File: src/hdl/dcache_cfg.svh
// size macros of the data cache
//   address, word and line widths, geometry and address field widths
`ifndef DCACHE_CFG_SVH
`define DCACHE_CFG_SVH

// datapath widths
`define DC_ADDR_W    32
`define DC_WORD_W    64
`define DC_LINE_W    128

// geometry, two ways of sixteen sets
`define DC_WAYS      2
`define DC_SETS      16

// address split: tag | index | offset
`define DC_OFFSET_W  4
`define DC_INDEX_W   4
`define DC_TAG_W     24
`define DC_BE_W      8

`endif

File: src/hdl/dcache_pkg.sv
// shared types of the data cache
//   controller state enum, core and memory request/response structs
//   line and way mask types, word select helper
`include "dcache_cfg.svh"

package dcache_pkg;

  // number of address bits that pick a word inside a line
  localparam int unsigned WORD_OFF_W = `DC_OFFSET_W - $clog2(`DC_BE_W);

  typedef logic [`DC_LINE_W-1:0] line_t;
  typedef logic [`DC_WAYS-1:0]   way_mask_t;

  typedef enum logic [2:0] {
    IDLE,
    LOOKUP,
    STORE_WRITE,
    STORE_MEM,
    MISS_REQ,
    MISS_WAIT,
    BYPASS_REQ,
    BYPASS_WAIT
  } ctrl_state_e;

  // request from the core, byte address
  typedef struct packed {
    logic [`DC_ADDR_W-1:0] addr;
    logic                  we;
    logic [`DC_BE_W-1:0]   be;
    logic [`DC_WORD_W-1:0] wdata;
  } core_req_t;

  typedef struct packed {
    logic [`DC_WORD_W-1:0] rdata;
  } core_rsp_t;

  // line set: whole line read, addr line aligned
  // line clear: single word, addr word aligned
  typedef struct packed {
    logic [`DC_ADDR_W-1:0] addr;
    logic                  we;
    logic                  line;
    logic [`DC_BE_W-1:0]   be;
    logic [`DC_WORD_W-1:0] wdata;
  } mem_req_t;

  // word reads come back in their own lane of the line
  typedef struct packed {
    line_t data;
  } mem_rsp_t;

  function automatic logic [`DC_WORD_W-1:0] line_word(line_t l, logic [WORD_OFF_W-1:0] off);
    return l[off*`DC_WORD_W +: `DC_WORD_W];
  endfunction

endpackage

File: src/hdl/dcache_ctrl_fsm.sv
// controller of the blocking data cache
//   state machine for lookup, store update, refill, write-through and bypass
//   core response register and memory request generation
`timescale 1ns/1ps
`include "dcache_cfg.svh"

module dcache_ctrl_fsm
  import dcache_pkg::*;
(
  input  logic                  clk_i,
  input  logic                  rst_ni,
  input  logic                  cache_en_i,
  // core side
  input  core_req_t             core_req_i,
  input  logic                  core_req_valid_i,
  output logic                  core_req_ready_o,
  output core_rsp_t             core_rsp_o,
  output logic                  core_rsp_valid_o,
  // memory side
  output mem_req_t              mem_req_o,
  output logic                  mem_req_valid_o,
  input  logic                  mem_req_ready_i,
  input  mem_rsp_t              mem_rsp_i,
  input  logic                  mem_rsp_valid_i,
  // arrays
  input  logic                  hit_i,
  input  logic [`DC_WORD_W-1:0] rd_word_i,
  output logic                  ctrl_idle_o,
  output logic                  rd_en_o,
  output logic [`DC_ADDR_W-1:0] rd_addr_o,
  output logic                  wr_hit_o,
  output logic [`DC_BE_W-1:0]   wr_be_o,
  output logic [`DC_WORD_W-1:0] wr_data_o,
  output logic                  refill_o,
  output line_t                 refill_line_o
);

  localparam int unsigned WORD_LSB = $clog2(`DC_BE_W);

  ctrl_state_e state_q, state_d;
  core_req_t   req_q;
  core_rsp_t   rsp_q, rsp_d;
  logic        rsp_valid_q, rsp_valid_d;
  logic        accept;

  // one request at a time, taken only in IDLE
  assign core_req_ready_o = (state_q == IDLE);
  assign ctrl_idle_o      = (state_q == IDLE);
  assign accept           = core_req_valid_i && core_req_ready_o;

  // array read starts with the accept, the compare lands in LOOKUP
  assign rd_en_o       = accept && cache_en_i;
  assign rd_addr_o     = core_req_i.addr;
  assign wr_hit_o      = (state_q == STORE_WRITE);
  assign wr_be_o       = req_q.be;
  assign wr_data_o     = req_q.wdata;
  assign refill_o      = (state_q == MISS_WAIT) && mem_rsp_valid_i;
  assign refill_line_o = mem_rsp_i.data;

  // ------------------------------------------------------------------------
  // memory request, built from the held request only
  // ------------------------------------------------------------------------
  always_comb begin
    mem_req_valid_o = state_q inside {MISS_REQ, BYPASS_REQ, STORE_MEM};
    mem_req_o.we    = req_q.we;
    mem_req_o.line  = (state_q == MISS_REQ);
    mem_req_o.be    = req_q.we ? req_q.be : '0;
    mem_req_o.wdata = req_q.wdata;
    mem_req_o.addr  = {req_q.addr[`DC_ADDR_W-1:WORD_LSB], {WORD_LSB{1'b0}}};
    // refills fetch the whole line
    if (state_q == MISS_REQ) begin
      mem_req_o.addr[`DC_OFFSET_W-1:0] = '0;
    end
  end

  // ------------------------------------------------------------------------
  // next state
  // ------------------------------------------------------------------------
  always_comb begin
    state_d     = state_q;
    rsp_valid_d = 1'b0;
    rsp_d       = '0;
    case (state_q)
      IDLE: begin
        if (accept) begin
          if (cache_en_i) begin
            state_d = LOOKUP;
          end else if (core_req_i.we) begin
            // cache off, store goes straight out
            state_d = STORE_MEM;
          end else begin
            state_d = BYPASS_REQ;
          end
        end
      end
      LOOKUP: begin
        if (req_q.we) begin
          // write-through, no allocate on a miss
          state_d = hit_i ? STORE_WRITE : STORE_MEM;
        end else if (hit_i) begin
          state_d     = IDLE;
          rsp_valid_d = 1'b1;
          rsp_d.rdata = rd_word_i;
        end else begin
          state_d = MISS_REQ;
        end
      end
      STORE_WRITE: begin
        state_d = STORE_MEM;
      end
      STORE_MEM: begin
        // store is done once memory takes it, data stays zero
        if (mem_req_ready_i) begin
          state_d     = IDLE;
          rsp_valid_d = 1'b1;
        end
      end
      MISS_REQ: begin
        if (mem_req_ready_i) begin
          state_d = MISS_WAIT;
        end
      end
      BYPASS_REQ: begin
        if (mem_req_ready_i) begin
          state_d = BYPASS_WAIT;
        end
      end
      MISS_WAIT, BYPASS_WAIT: begin
        // refill and bypass both pick the word by its offset
        if (mem_rsp_valid_i) begin
          state_d     = IDLE;
          rsp_valid_d = 1'b1;
          rsp_d.rdata = line_word(mem_rsp_i.data, req_q.addr[WORD_LSB +: WORD_OFF_W]);
        end
      end
      default: begin
        state_d = IDLE;
      end
    endcase
  end

  // ------------------------------------------------------------------------
  // registers
  // ------------------------------------------------------------------------
  always_ff @(posedge clk_i or negedge rst_ni) begin
    if (!rst_ni) begin
      state_q     <= IDLE;
      rsp_valid_q <= 1'b0;
    end else begin
      state_q     <= state_d;
      rsp_valid_q <= rsp_valid_d;
    end
  end

  always_ff @(posedge clk_i) begin
    if (accept) begin
      req_q <= core_req_i;
    end
    if (rsp_valid_d) begin
      rsp_q <= rsp_d;
    end
  end

  assign core_rsp_o       = rsp_q;
  assign core_rsp_valid_o = rsp_valid_q;

  // memory sees a stable request until it is taken
  mem_req_hold: assert property (@(posedge clk_i) disable iff (!rst_ni)
    mem_req_valid_o && !mem_req_ready_i |=> mem_req_valid_o && $stable(mem_req_o))
    else $error("memory request dropped or changed before acceptance");

  // every response is followed by at least one idle cycle
  rsp_single: assert property (@(posedge clk_i) disable iff (!rst_ni)
    core_rsp_valid_o |=> !core_rsp_valid_o)
    else $error("core response valid in two consecutive cycles");

endmodule

File: config.mk
export PLATFORM = sky130hd
export DESIGN_NAME = dcache_ctrl_fsm
export DESIGN_NICKNAME = d
export VERILOG_FILES = /design/src/hdl/dcache_pkg.sv /design/src/hdl/dcache_ctrl_fsm.sv
export VERILOG_INCLUDE_DIRS = /design/src /design/src/hdl
export SDC_FILE = /design/constraint.sdc
export NUM_CORES = 1
export LEC_CHECK = 0
export BUFFER_PORTS_ARGS = -buffer_cell sky130_fd_sc_hd__buf_2
export CAP_MARGIN = 20
export CORE_AREA = 2 2 281 283
export CTS_CLUSTER_SIZE = 8
export DETAILED_ROUTE_END_ITERATION = 12
export DIE_AREA = 0 0 283 285
export PLACE_DENSITY = 0.39
export SKIP_CTS_REPAIR_TIMING = 1
export SLEW_MARGIN = 20
export SYNTH_ARGS = -nofsm -noshare
export SYNTH_HDL_FRONTEND = slang
export SYNTH_SLANG_ARGS = --single-unit
export TNS_END_PERCENT = 5
File: constraint.sdc
create_clock -name clk_i -period 7.5 [get_ports clk_i]
set_clock_uncertainty 0.05 [all_clocks]
set_input_delay 0.375 -clock clk_i [delete_from_list [all_inputs] [get_ports clk_i]]
set_output_delay 0.375 -clock clk_i [all_outputs]
set_load 0.02 [all_outputs]
==> run metrics <==
Post-synth EDFFs 166; GRT Util Overall 11.03%; critical path class reg -> out; overall die area 80660 sq um; CTS max path bufs 2; mux contribution to synthesized area roughly 7.3%; CTS Sinks 170; asr flop ratio synth around 2.4%; leak pwr approximately 5.8 nW; ys flop type edfxtp_1; min Tclk post-route ~3100 ps; Slew @ Worst Pin about 900 ps; Yosys reg bits between 150 and 200; Final Hold Fails 0; die height 285 microns; Layout Nets around 1.5k; DRT Pass-1 Iters 4; WL final roughly 47000 microns; routed wire length per instance slightly above 20 microns; clk slew on worst S/H paths about 80 ps; CTS tree yes; Setup crit end kind output port; PnR Total Power 3.679 mW; layout cells sized above 1 59.74%; unrepaired setup endpoints after global routing false; starting density of the core 11.83%; Syn Area/Cell about 12 sq um; first-pass GRT wire length between 50000 and 60000 microns; largest net degree at the start of global routing 67; Port Buf Inserts 703; VDD IR-drop max 173.5 uV; post-route ant nets 0; clock buffer count from CTS 17; reg2reg path depth 3; status complete, no violations; Tcrit/Tclk final a little over two fifths; fillcell total about 8.7k; Initial DRC Count 183; main combinational cell family by area after synthesis buffers and inverters; post-synthesis cell count between 700 and 800; Post-DP HPWL ~39000 microns; R2R Setup Slk 4470 ps; row count 103; crit path launch req_q[76]; total grt overflow 0; CORE AREA about 78000 sq um; die width 283 microns; via/cell ratio around 3.1; XOR/XNOR Fraction of Synth Area 0%; worst hold path class in -> reg; Post-Synth Simple-Gate Area 4.611%; Post-Synth Adder-Cell Area 0%; area grow syn2layout 41.96%; WP data arrival about 2700 ps; CP Launch Type flop; leading cell type in the layout, fill and taps excluded buf_2; Clk Latency, worst-skew pair approximately 500 ps; Setup TNS 0 ps; GPL Wtd Cong 0.8576; count of cell types in the netlist 33; via count slightly above 7k; Pwr Density around 280 nW/um^2; FF-to-FF End core_rsp_o[31]; initial antenna violation count 15; htree depth 4; fin. max-slew vios 0; commonest cells after routing, fill and taps aside buf_2, edfxtp_1, dlygate4sd3_1; mapped cell area 9225 sq um; Critical Path End mem_req_o[77]; CP Max Fanout 42; Finished Core Util 16.80%; Final setup viols 0; max-cap violation count 0; slew margin rel. ~40%; sequential area share after synthesis between 50% and 60%; number of global-route vias before repair roughly 7k; DRC errors left 0; Required @ worst endpoint approximately 7100 ps; Ys Warns 0; worst r2r src state_q[2]; Ports a little over 700; Max Freq ~320 MHz; Synth Area in Compound Gates under 10%; CTS root buffer clkbuf_16
-- report_power, final --
part / switching (mW) / total, mW / internal [mW]
logic: 0.889 / 1.27 / 0.385
registers: 0.127 / 1.46 / 1.33
clock network: 0.472 / 0.948 / 0.476
-- final cells by class --
class,instances,area (sq um),share of cell area [%]
antenna,5,12.51,0.09554
clock buffer,17,425.4,3.248
clock inverter,15,176.4,1.347
inverter,1,3.754,0.02866
multi-input combinational,235,1515,11.57
sequential,170,5085,38.83
tap,1050,1314,10.03
timing repair buffer,809,4564,34.85
-- critical path, cell delays in order, from the launching register on --
cell	delay (ps)
edfxtp_1	650
buf_4	440
buf_4	680
nor2b_1	230
buf_2	180
-- metal layers --
| metal | routed length [microns] | global-route usage [%] |
|---|---|---|
| met1 | 17300 | 11.43 |
| met2 | 23480 | 19.37 |
| met3 | 4486 | 5.080 |
| met4 | 1339 | 4.282 |
| met5 | 76 | 0 |
-- cells by family (layout without fill, tap and decap cells) --
logic type	count (synthesis)	after routing
simple gates	92	92
mux	67	67
buf+inv	357	842
compound gates	73	73
flops	170	170
other cells	1	8
-- through the flow --
step                hold slack [ps]  worst slack [ps]  cell area, sq um  instances
floorplan                     29.41              3193              9233        762
global placement              148.6              4456             11480       2165
detailed placement            152.6              4396             11480       2165
CTS                          -445.5              4216             12080       2197
global route                  14.51              4118             13090       2299
finish                        57.84              4360             13100       2302
-- sequential cells by signal (all words and copies together) (netlist names) --
signal	flops
core_rsp_o	64
core_rsp_valid_o	1
mem_req_o	29
req_q	1
state_q	3
wr_be_o	8
wr_data_o	64
-- cells in the mapped netlist (2+ instances only) --
cell type	n	area, sq um
o31ai_1	2	15.01
buf_2	11	55.05
clkbuf_2	2	10.01
nor4_1	2	12.51
nand2_1	67	251.5
o21ai_0	38	190.2
o21ai_1	27	135.1
buf_6	6	67.56
nor2b_1	2	12.51
buf_4	332	2492
mux2i_1	67	670.6
dfrtp_1	4	100.1
and2_1	9	56.30
nor3_1	2	10.01
nor2_1	2	7.510
clkbuf_1	5	18.77
edfxtp_1	166	4985
-- worst min path at each step --
stage	cells after the start	to	from
after CTS	1	state_q[1]	rst_ni
after detailed placement	1	state_q[1]	rst_ni
after floorplan	0	core_rsp_valid_o	rst_ni
after global routing	1	mem_req_o[73]	core_req_i[72]
final	1	mem_req_o[73]	core_req_i[72]
after global placement	1	state_q[0]	rst_ni
Note: power is estimated with default switching activity, not from simulation.
